**src/logic/core_cfg_pkg.sv**
```systemverilog
package core_cfg_pkg;

    localparam int DATA_WIDTH = 32;  // operand and result width
    localparam int ROB_DEPTH  = 8;   // power of two, pointers wrap on their own

    typedef logic [$clog2(ROB_DEPTH)-1:0] rob_id_t;

    // alu opcodes
    typedef enum logic [2:0] {
        ALU_ADD = 3'd0,
        ALU_SUB = 3'd1,  // a - b
        ALU_AND = 3'd2,
        ALU_OR  = 3'd3,
        ALU_XOR = 3'd4,
        ALU_SLT = 3'd5   // signed a < b, gives 1 or 0
    } alu_op_e;

endpackage

```
**src/logic/core_bus_pkg.sv**
```systemverilog
package core_bus_pkg;

    import core_cfg_pkg::*;
    export core_cfg_pkg::*;  // rob_id_t and DATA_WIDTH visible to users of this package

    // source operand, literal when is_tag is low
    typedef struct packed {
        logic                  is_tag;
        rob_id_t               tag;
        logic [DATA_WIDTH-1:0] value;
    } src_t;

    typedef struct packed {
        alu_op_e op;
        src_t    src_a;
        src_t    src_b;
    } instr_t;

    // issue queue slot
    typedef struct packed {
        alu_op_e               op;
        rob_id_t               rob_id;
        logic                  a_rdy;
        rob_id_t               a_tag;
        logic [DATA_WIDTH-1:0] a_val;
        logic                  b_rdy;
        rob_id_t               b_tag;
        logic [DATA_WIDTH-1:0] b_val;
    } iq_entry_t;

    typedef struct packed {
        alu_op_e               op;
        rob_id_t               rob_id;
        logic [DATA_WIDTH-1:0] op_a;
        logic [DATA_WIDTH-1:0] op_b;
    } exec_req_t;

    typedef struct packed {
        logic                  valid;
        rob_id_t               rob_id;
        logic [DATA_WIDTH-1:0] data;
    } cdb_t;

    typedef struct packed {
        logic                  done;
        logic [DATA_WIDTH-1:0] value;
    } rob_rd_t;

endpackage

```
**src/logic/alu_unit.sv**
```systemverilog
`timescale 1ns/1ps

module alu_unit
    import core_cfg_pkg::*;
    import core_bus_pkg::*;
(
    input  logic      clk_i,
    input  logic      rst_n_i,
    input  logic      valid_i,
    input  exec_req_t req_i,
    output logic      res_valid_o,
    output cdb_t      res_o
);

    logic [DATA_WIDTH-1:0] result;
    logic [DATA_WIDTH-1:0] data_q;
    rob_id_t               id_q;

    always_comb begin
        case (req_i.op)
            ALU_ADD: result = req_i.op_a + req_i.op_b;
            ALU_SUB: result = req_i.op_a - req_i.op_b;
            ALU_AND: result = req_i.op_a & req_i.op_b;
            ALU_OR:  result = req_i.op_a | req_i.op_b;
            ALU_XOR: result = req_i.op_a ^ req_i.op_b;
            ALU_SLT: result = DATA_WIDTH'($signed(req_i.op_a) < $signed(req_i.op_b));
            default: result = '0;  // unused encodings
        endcase
    end

    always_ff @(posedge clk_i or negedge rst_n_i) begin
        if (!rst_n_i) begin
            res_valid_o <= 1'b0;
        end else begin
            res_valid_o <= valid_i;  // always accepts
        end
    end

    always_ff @(posedge clk_i) begin
        if (valid_i) begin
            data_q <= result;
            id_q   <= req_i.rob_id;
        end
    end

    assign res_o = '{valid: res_valid_o, rob_id: id_q, data: data_q};

endmodule

```
**src/logic/backend_top.sv**
```systemverilog
`timescale 1ns/1ps

module backend_top
    import core_bus_pkg::*;
#(
    parameter int IQ_DEPTH       = 4,
    parameter int RES_FIFO_DEPTH = 2
) (
    input  logic                  clk_i,
    input  logic                  rst_n_i,
    input  logic                  in_valid_i,
    input  instr_t                in_instr_i,
    output logic                  in_ready_o,
    output logic                  commit_valid_o,
    input  logic                  commit_ready_i,
    output rob_id_t               commit_rob_id_o,
    output logic [DATA_WIDTH-1:0] commit_data_o
);

    logic            alloc_valid;
    rob_id_t         alloc_id;
    logic            rob_full;
    rob_id_t         rob_tag_a;
    rob_id_t         rob_tag_b;
    rob_rd_t         rob_rd_a;
    rob_rd_t         rob_rd_b;
    logic [1:0]      iq_full;
    logic [1:0]      iq_wr;
    iq_entry_t       iq_entry;    // shared, iq_wr picks the queue
    logic [1:0]      issue_valid;
    exec_req_t [1:0] issue;
    logic [1:0]      res_valid;
    cdb_t [1:0]      res;
    logic [1:0]      fifo_full;
    cdb_t            cdb;         // single lane

    dispatch_ctrl i_dispatch (
        .clk_i, .rst_n_i, .in_valid_i, .in_instr_i, .in_ready_o,
        .rob_full_i(rob_full), .alloc_id_i(alloc_id), .alloc_valid_o(alloc_valid),
        .rob_tag_a_o(rob_tag_a), .rob_tag_b_o(rob_tag_b),
        .rob_rd_a_i(rob_rd_a), .rob_rd_b_i(rob_rd_b),
        .iq_full_i(iq_full), .iq_wr_o(iq_wr), .iq_entry_o(iq_entry), .cdb_i(cdb)
    );

    // one queue and alu per unit
    for (genvar u = 0; u < 2; u++) begin : g_alu
        issue_queue #(.IQ_DEPTH(IQ_DEPTH)) i_iq (
            .clk_i, .rst_n_i, .wr_i(iq_wr[u]), .entry_i(iq_entry), .cdb_i(cdb),
            .fifo_full_i(fifo_full[u]), .full_o(iq_full[u]),
            .issue_valid_o(issue_valid[u]), .issue_o(issue[u])
        );

        alu_unit i_alu (
            .clk_i, .rst_n_i, .valid_i(issue_valid[u]), .req_i(issue[u]),
            .res_valid_o(res_valid[u]), .res_o(res[u])
        );
    end

    cdb_arbiter #(.RES_FIFO_DEPTH(RES_FIFO_DEPTH)) i_cdb_arb (
        .clk_i, .rst_n_i, .res_valid_i(res_valid), .res_i(res),
        .fifo_full_o(fifo_full), .cdb_o(cdb)
    );

    rob i_rob (
        .clk_i, .rst_n_i, .alloc_valid_i(alloc_valid), .alloc_id_o(alloc_id),
        .full_o(rob_full), .cdb_i(cdb), .rd_tag_a_i(rob_tag_a), .rd_tag_b_i(rob_tag_b),
        .rd_a_o(rob_rd_a), .rd_b_o(rob_rd_b), .commit_valid_o, .commit_ready_i,
        .commit_rob_id_o, .commit_data_o
    );

endmodule

```
**src/logic/cdb_arbiter.sv**
```systemverilog
`timescale 1ns/1ps

module cdb_arbiter
    import core_cfg_pkg::*;
    import core_bus_pkg::*;
#(
    parameter int RES_FIFO_DEPTH = 2
) (
    input  logic       clk_i,
    input  logic       rst_n_i,
    input  logic [1:0] res_valid_i,
    input  cdb_t [1:0] res_i,
    output logic [1:0] fifo_full_o,
    output cdb_t       cdb_o
);

    localparam int PW = (RES_FIFO_DEPTH > 1) ? $clog2(RES_FIFO_DEPTH) : 1;
    localparam int CW = $clog2(RES_FIFO_DEPTH + 1);

    cdb_t          mem_q [2][RES_FIFO_DEPTH];
    logic [PW-1:0] rd_ptr_q [2];
    logic [PW-1:0] wr_ptr_q [2];
    logic [CW-1:0] cnt_q [2];
    cdb_t          cand [2];   // fifo head, or the fresh result when empty
    logic [1:0]    cand_valid;
    logic [1:0]    grant;
    logic [1:0]    push;
    logic [1:0]    pop;
    logic          rr_q;       // unit with priority on a tie
    logic          cdb_valid_q;
    cdb_t          cdb_q;

    always_comb begin
        for (int u = 0; u < 2; u++) begin
            cand_valid[u] = (cnt_q[u] != '0) || res_valid_i[u];
            cand[u]       = (cnt_q[u] != '0) ? mem_q[u][rd_ptr_q[u]] : res_i[u];
        end
        grant[0] = cand_valid[0] && (!cand_valid[1] || !rr_q);
        grant[1] = cand_valid[1] && (!cand_valid[0] || rr_q);
        for (int u = 0; u < 2; u++) begin
            pop[u]  = grant[u] && (cnt_q[u] != '0);
            push[u] = res_valid_i[u] && !(grant[u] && cnt_q[u] == '0);  // bypass skips fifo
            // two results may still be in the issue and alu registers
            fifo_full_o[u] = (int'(cnt_q[u]) + int'(push[u]) + 1) >= RES_FIFO_DEPTH;
        end
    end

    always_ff @(posedge clk_i or negedge rst_n_i) begin
        if (!rst_n_i) begin
            for (int u = 0; u < 2; u++) begin
                rd_ptr_q[u] <= '0;
                wr_ptr_q[u] <= '0;
                cnt_q[u]    <= '0;
            end
            rr_q        <= 1'b0;
            cdb_valid_q <= 1'b0;
        end else begin
            for (int u = 0; u < 2; u++) begin
                if (pop[u]) begin
                    rd_ptr_q[u] <= (rd_ptr_q[u] == PW'(RES_FIFO_DEPTH - 1)) ? '0 : rd_ptr_q[u] + 1'b1;
                end
                if (push[u]) begin
                    wr_ptr_q[u] <= (wr_ptr_q[u] == PW'(RES_FIFO_DEPTH - 1)) ? '0 : wr_ptr_q[u] + 1'b1;
                end
                cnt_q[u] <= cnt_q[u] + CW'(push[u]) - CW'(pop[u]);
            end
            if (grant[0]) rr_q <= 1'b1;  // pass priority to the other unit
            else if (grant[1]) rr_q <= 1'b0;
            cdb_valid_q <= |grant;
        end
    end

    always_ff @(posedge clk_i) begin
        for (int u = 0; u < 2; u++) begin
            if (push[u]) mem_q[u][wr_ptr_q[u]] <= res_i[u];
        end
        if (|grant) cdb_q <= grant[1] ? cand[1] : cand[0];
    end

    assign cdb_o = '{valid: cdb_valid_q, rob_id: cdb_q.rob_id, data: cdb_q.data};

    assert property (@(posedge clk_i) disable iff (!rst_n_i) $onehot0(grant))
        else $error("cdb grant not one-hot");

    for (genvar u = 0; u < 2; u++) begin : g_chk
        // credit from fifo_full_o must cover results already in flight
        assert property (@(posedge clk_i) disable iff (!rst_n_i)
            push[u] |-> (cnt_q[u] != CW'(RES_FIFO_DEPTH)) || pop[u])
            else $error("push into full result fifo %0d", u);
    end

endmodule

```
**src/logic/dispatch_ctrl.sv**
```systemverilog
`timescale 1ns/1ps

module dispatch_ctrl
    import core_cfg_pkg::*;
    import core_bus_pkg::*;
(
    input  logic      clk_i,
    input  logic      rst_n_i,
    input  logic      in_valid_i,
    input  instr_t    in_instr_i,
    output logic      in_ready_o,
    input  logic      rob_full_i,
    input  rob_id_t   alloc_id_i,
    output logic      alloc_valid_o,
    output rob_id_t   rob_tag_a_o,
    output rob_id_t   rob_tag_b_o,
    input  rob_rd_t   rob_rd_a_i,
    input  rob_rd_t   rob_rd_b_i,
    input  logic[1:0] iq_full_i,
    output logic[1:0] iq_wr_o,
    output iq_entry_t iq_entry_o,
    input  cdb_t      cdb_i
);

    logic    accept;
    logic    to_q0;      // steer this instruction to queue 0
    logic    last_q0_q;  // previous instruction went to queue 0
    src_t    res_a;
    src_t    res_b;

    // literal, then finished rob entry, then live cdb; is_tag stays set if still waiting
    function automatic src_t resolve(src_t s, rob_rd_t rd, cdb_t cdb);
        src_t r;
        r = s;
        if (s.is_tag) begin
            if (rd.done) begin
                r.is_tag = 1'b0;
                r.value  = rd.value;
            end else if (cdb.valid && cdb.rob_id == s.tag) begin
                r.is_tag = 1'b0;
                r.value  = cdb.data;
            end
        end
        return r;
    endfunction

    assign in_ready_o    = !rob_full_i && !(&iq_full_i);
    assign accept        = in_valid_i && in_ready_o;
    assign alloc_valid_o = accept;

    assign rob_tag_a_o = in_instr_i.src_a.tag;  // combinational rob reads
    assign rob_tag_b_o = in_instr_i.src_b.tag;

    assign res_a = resolve(in_instr_i.src_a, rob_rd_a_i, cdb_i);
    assign res_b = resolve(in_instr_i.src_b, rob_rd_b_i, cdb_i);

    // alternate queues, fall back to queue 0 when queue 1 is full
    assign to_q0   = !iq_full_i[0] && (!last_q0_q || iq_full_i[1]);
    assign iq_wr_o = {accept && !to_q0, accept && to_q0};

    always_comb begin
        iq_entry_o.op     = in_instr_i.op;
        iq_entry_o.rob_id = alloc_id_i;
        iq_entry_o.a_rdy  = !res_a.is_tag;
        iq_entry_o.a_tag  = res_a.tag;
        iq_entry_o.a_val  = res_a.value;
        iq_entry_o.b_rdy  = !res_b.is_tag;
        iq_entry_o.b_tag  = res_b.tag;
        iq_entry_o.b_val  = res_b.value;
    end

    always_ff @(posedge clk_i or negedge rst_n_i) begin
        if (!rst_n_i) begin
            last_q0_q <= 1'b0;
        end else if (accept) begin
            last_q0_q <= to_q0;
        end
    end

    // steering must respect the full levels fed back by both queues
    assert property (@(posedge clk_i) disable iff (!rst_n_i) (iq_wr_o & iq_full_i) == 2'b00)
        else $error("dispatch wrote into a full issue queue");

endmodule

```
**src/logic/issue_queue.sv**
```systemverilog
`timescale 1ns/1ps

module issue_queue
    import core_cfg_pkg::*;
    import core_bus_pkg::*;
#(
    parameter int IQ_DEPTH = 4
) (
    input  logic      clk_i,
    input  logic      rst_n_i,
    input  logic      wr_i,
    input  iq_entry_t entry_i,
    input  cdb_t      cdb_i,
    input  logic      fifo_full_i,
    output logic      full_o,
    output logic      issue_valid_o,
    output exec_req_t issue_o
);

    localparam int CW = $clog2(IQ_DEPTH + 1);

    iq_entry_t      q_q  [IQ_DEPTH];  // slot 0 is the oldest
    iq_entry_t      woke [IQ_DEPTH];
    iq_entry_t      q_d  [IQ_DEPTH];
    logic [CW-1:0]  cnt_q;
    logic [CW-1:0]  cnt_left;         // count after this cycle's issue
    logic           found;
    logic           do_issue;
    int             sel;

    assign full_o = (cnt_q == CW'(IQ_DEPTH));

    always_comb begin
        found = 1'b0;
        sel   = 0;
        for (int i = 0; i < IQ_DEPTH; i++) begin
            woke[i] = q_q[i];
            // cdb wakeup
            if (cdb_i.valid && !q_q[i].a_rdy && q_q[i].a_tag == cdb_i.rob_id) begin
                woke[i].a_rdy = 1'b1;
                woke[i].a_val = cdb_i.data;
            end
            if (cdb_i.valid && !q_q[i].b_rdy && q_q[i].b_tag == cdb_i.rob_id) begin
                woke[i].b_rdy = 1'b1;
                woke[i].b_val = cdb_i.data;
            end
            // oldest ready wins, registered ready bits only
            if (!found && i < int'(cnt_q) && q_q[i].a_rdy && q_q[i].b_rdy) begin
                found = 1'b1;
                sel   = i;
            end
        end
        do_issue = found && !fifo_full_i;  // hold while result fifo is full
        cnt_left = cnt_q - CW'(do_issue);
        // compact over the issued slot, then append the new entry
        for (int i = 0; i < IQ_DEPTH; i++) begin
            if (do_issue && i >= sel) begin
                q_d[i] = woke[(i + 1 < IQ_DEPTH) ? i + 1 : i];
            end else begin
                q_d[i] = woke[i];
            end
            if (wr_i && i == int'(cnt_left)) begin
                q_d[i] = entry_i;
            end
        end
    end

    always_ff @(posedge clk_i or negedge rst_n_i) begin
        if (!rst_n_i) begin
            cnt_q         <= '0;
            issue_valid_o <= 1'b0;
        end else begin
            cnt_q         <= cnt_left + CW'(wr_i);
            issue_valid_o <= do_issue;
        end
    end

    always_ff @(posedge clk_i) begin
        q_q <= q_d;  // slots past cnt_q are don't care
        if (do_issue) begin
            issue_o.op     <= q_q[sel].op;
            issue_o.rob_id <= q_q[sel].rob_id;
            issue_o.op_a   <= q_q[sel].a_val;
            issue_o.op_b   <= q_q[sel].b_val;
        end
    end

    // dispatch sees full_o a cycle late only if it ignores the level
    assert property (@(posedge clk_i) disable iff (!rst_n_i) wr_i |-> !full_o)
        else $error("issue queue written while full");

endmodule

```
**src/logic/rob.sv**
```systemverilog
`timescale 1ns/1ps

module rob
    import core_cfg_pkg::*;
    import core_bus_pkg::*;
(
    input  logic                  clk_i,
    input  logic                  rst_n_i,
    input  logic                  alloc_valid_i,
    output rob_id_t               alloc_id_o,
    output logic                  full_o,
    input  cdb_t                  cdb_i,
    input  rob_id_t               rd_tag_a_i,
    input  rob_id_t               rd_tag_b_i,
    output rob_rd_t               rd_a_o,
    output rob_rd_t               rd_b_o,
    output logic                  commit_valid_o,
    input  logic                  commit_ready_i,
    output rob_id_t               commit_rob_id_o,
    output logic [DATA_WIDTH-1:0] commit_data_o
);

    localparam int PW = $bits(rob_id_t);

    rob_id_t               head_q;
    rob_id_t               tail_q;
    logic [PW:0]           cnt_q;
    logic [ROB_DEPTH-1:0]  done_q;
    logic [DATA_WIDTH-1:0] val_q [ROB_DEPTH];
    logic                  commit_fire;
    rob_id_t               cdb_off;  // distance of the cdb entry from head

    assign full_o     = (cnt_q == (PW+1)'(ROB_DEPTH));
    assign alloc_id_o = tail_q;

    // read ports, a committed entry keeps its value until reallocated
    assign rd_a_o = '{done: done_q[rd_tag_a_i], value: val_q[rd_tag_a_i]};
    assign rd_b_o = '{done: done_q[rd_tag_b_i], value: val_q[rd_tag_b_i]};

    assign commit_valid_o  = (cnt_q != '0) && done_q[head_q];
    assign commit_rob_id_o = head_q;
    assign commit_data_o   = val_q[head_q];
    assign commit_fire     = commit_valid_o && commit_ready_i;

    always_ff @(posedge clk_i or negedge rst_n_i) begin
        if (!rst_n_i) begin
            head_q <= '0;
            tail_q <= '0;
            cnt_q  <= '0;
            done_q <= '0;
        end else begin
            if (alloc_valid_i) begin
                tail_q         <= tail_q + 1'b1;
                done_q[tail_q] <= 1'b0;
            end
            if (cdb_i.valid) done_q[cdb_i.rob_id] <= 1'b1;
            if (commit_fire) head_q <= head_q + 1'b1;  // in order
            cnt_q <= cnt_q + (PW+1)'(alloc_valid_i) - (PW+1)'(commit_fire);
        end
    end

    always_ff @(posedge clk_i) begin
        if (cdb_i.valid) val_q[cdb_i.rob_id] <= cdb_i.data;
    end

    assign cdb_off = cdb_i.rob_id - head_q;

    assert property (@(posedge clk_i) disable iff (!rst_n_i) alloc_valid_i |-> !full_o)
        else $error("rob allocation while full");

    // a broadcast must target an entry between head and tail
    assert property (@(posedge clk_i) disable iff (!rst_n_i)
        cdb_i.valid |-> ((PW+1)'(cdb_off) < cnt_q))
        else $error("cdb marked unallocated rob entry %0d", cdb_i.rob_id);

endmodule

```
**config.mk**
```make
export PLATFORM = sky130hd
export DESIGN_NAME = backend_top
export DESIGN_NICKNAME = d
export VERILOG_FILES = /design/src/logic/core_cfg_pkg.sv /design/src/logic/core_bus_pkg.sv /design/src/logic/alu_unit.sv /design/src/logic/backend_top.sv /design/src/logic/cdb_arbiter.sv /design/src/logic/dispatch_ctrl.sv /design/src/logic/issue_queue.sv /design/src/logic/rob.sv
export SDC_FILE = /design/constraint.sdc
export NUM_CORES = 2
export LEC_CHECK = 0
export BUFFER_PORTS_ARGS = -buffer_cell sky130_fd_sc_hd__buf_2
export CAP_MARGIN = 20
export CORE_MARGIN = 3
export CORE_UTILIZATION = 29
export DETAILED_ROUTE_END_ITERATION = 7
export GPL_TIMING_DRIVEN = 0
export MAX_ROUTING_LAYER = met4
export PLACE_DENSITY_LB_ADDON = 0.25
export SLEW_MARGIN = 40
export SYNTH_ARGS = -nofsm -noshare
export SYNTH_HDL_FRONTEND = slang
export SYNTH_HIERARCHICAL = 1
export SYNTH_SLANG_ARGS = --single-unit
```
**constraint.sdc**
```tcl
create_clock -name clk_i -period 8.07 [get_ports clk_i]
set_input_delay 1.2105 -clock clk_i [delete_from_list [all_inputs] [get_ports clk_i]]
set_output_delay 1.2105 -clock clk_i [all_outputs]
set_load 0.05 [all_outputs]
```
==> results.tsv <==
stage	metric	value	unit
sta	setup_violations	0	
cells_and_area	fill_cells	26900	
floorplan	die_w	526	um
global_route	grt_start_max_net_pins	40	
floorplan	start_util	29.2	%
global_route	grt_pass1_wl	447000	um
sta	hold_violations	0	
clock_tree	cts_setup_buffers	0	
drt	vias	62000	
worst_setup_path	reg2reg_to	g_alu[0].i_iq/q_q[290]	
clock_tree	ctsResizeCount	0	
clock_tree	h-tree-depth	4	
global_route	grt_pass1_vias	59300	
sta	slew_headroom	39.4	%
drt	avgViaCountPerCell	5.55	
sta	finalMaxSlewViolations	0	
global_route	grt_usage	22.8	%
drt	wl_per_cell	28.6	um
sta	fin_worst_skew	0.0280	ns
clock_tree	clkSlewWorstSetupHoldPaths	0.06	ns
status	status	completed	
cells_and_area	area_growth	16.4	%
cells_and_area	fin_cells	11200	
clock_tree	cts_tree	done	
worst_setup_path	cp_common_cell	buf_2	
worst_setup_path	start_kind	register	
floorplan	die_h	526	um
drt	routed_wl	319000	um
drt	drc	0	
hold_path	worstHoldPathType	input pin to asynchronous set/reset pin	
yosys	netlist_area	78400	um2
cells_and_area	drive_above_1_share	19.7	%
yosys	postSynthCellCount	7056	
worst_setup_path	cp.required	8.58	ns
global_route	antenna_found_initial	21	
global_route	overflow	0	
worst_setup_path	path_buf_inv	6	
worst_setup_path	crit_type	register to register	
sta	min_period_over_period	65.1	%
worst_setup_path	r2r_start	i_cdb_arb/cnt_q[3]	
clock_tree	root_buffer	clkbuf_16	
sta	grt_setup_unrepaired	no	
drt	drt_iter0_drc	7285	
floorplan	dieArea	277000	um2
sta	layout_min_cycle_time	5.25	ns
worst_setup_path	critical_path.endpoint_type	register	
placed_design	dpl.cell_count	10900	
yosys	syn-mean-instance-area	11.1	um2
sta	tightest_slew	0.884	ns
worst_setup_path	cp_slowest_stage_delay	0.62	ns
clock_tree	clock_path_buffers	3	
yosys	syn_nets	7359	
worst_setup_path	crit_family	buffers and inverters	
placed_design	io_buffers	112	
worst_setup_path	worstRegToRegCells	16	
worst_setup_path	worstPathMaxFanout	11	
cells_and_area	multi_input_area	40100	um2
clock_tree	holdBufCountCts	0	
floorplan	fp-row-count	190	
drt	dr.pass1.iters	6	
floorplan	io_pins	116	
clock_tree	clk_latency	0.82	ns
worst_setup_path	crit_slowest_cell	a21oi_4	
placed_design	postPlaceCellArea	86300	um2
cells_and_area	fin_nets	7786	
worst_setup_path	worst_ep_arrival_time	5.76	ns
floorplan	fp.coreArea	269000	um2
placed_design	gp_congestion	0.949	
worst_setup_path	cp_cell_sequence	nor2_2 > buf_2 > nand2_1 > a21oi_4 > ha_1 > ha_1 > xnor2_1 > and2_1 > and3_1 > buf_2 > buf_2 > nor2_1 > o31ai_4 > buf_6 > buf_6 > buf_4	
job	drv_cap	0	
worst_setup_path	r2r_slack	2.82	ns
yosys	yosys_warnings	6	
clock_tree	cts.sinks	1304	
cells_and_area	seq_area	35000	um2
sta	max_freq	190	MHz
clock_tree	cts_buffers	150	
placed_design	hpwl	246000	um
cells_and_area	final_area	91300	um2
drt	drtAntennaViolNets	0	
[per-layer routing]
layer	wire length (um)	vias up	share of wire, %	track usage (%)
li1	-	27300	-	-
met1	136000	31100	43	30.5
met2	141000	3035	44	34.3
met3	25400	535	7.9	3.22
met4	16700	0	5.2	10.2
met5	0	-	0	-
[layout make-up]
type | instances | area share, %
multi-input combinational | 4950 | 43.9
buffer | 576 | 3.52
clock buffer | 206 | 4.59
clock inverter | 72 | 0.843
antenna | 10 | 0.0274
sequential | 1304 | 38.3
tap | 3552 | 4.87
timing repair buffer | 275 | 2.96
inverter | 226 | 0.929
[per-stage QoR]
step,util (%),hold slack (ns),setup TNS [ns],worst slack (ns)
after global routing,34.0,0.245,0,2.63
after detailed placement,32.1,0.416,0,2.76
final,34.0,0.280,0,2.82
after global placement,31.1,0.415,-1460.88,-3.41
after CTS,34.0,0.430,0,2.86
after floorplan,-,0.400,0,0.571
[worst max path at each step]
stage                        endpoint          startpoint  cells after the start
6_report       g_alu[0].i_iq/q_q[290]  i_cdb_arb/cnt_q[3]                     16
5_1_grt        g_alu[0].i_iq/q_q[150]  i_cdb_arb/cnt_q[3]                     12
4_1_cts        g_alu[0].i_iq/q_q[150]  i_cdb_arb/cnt_q[3]                     12
3_5_place_dp   g_alu[0].i_iq/q_q[174]      in_instr_i[32]                     13
3_3_place_gp   g_alu[0].i_iq/q_q[282]  i_cdb_arb/cnt_q[3]                     13
2_1_floorplan  g_alu[1].i_iq/q_q[234]  i_cdb_arb/cnt_q[3]                     13
[state kept, by name, indices dropped and copies added (netlist names), 6 cells and up]
signal	flops
i_cdb_arb/mem_q	140
i_rob/done_q	8
i_rob/val_q	256
g_alu.i_alu/id_q	6
g_alu.i_iq/cnt_q	6
g_alu.i_iq/q_q	624
g_alu.i_alu/data_q	64
g_alu.i_iq/issue_o	140
i_cdb_arb/cdb_o	35
[layout by cell type (no fill, tap or decap), types with 90 or more instances in the layout]
cell	instances
buf_2	281
mux4_2	184
dfxtp_1	396
o21ai_0	141
edfxtp_1	869
inv_1	220
a22o_1	153
nor2_1	726
clkbuf_16	157
nand2_1	484
clkbuf_1	285
mux2_2	234
a31oi_1	91
a21oi_1	419
buf_4	90
buf_6	143
ha_1	219
and3_1	145
mux2i_1	860
a211oi_2	98
nor2b_1	133
Power is left out: the tool's default activity adds up to more than one toggle a clock period on the data nets, which glitch-free logic cannot reach.
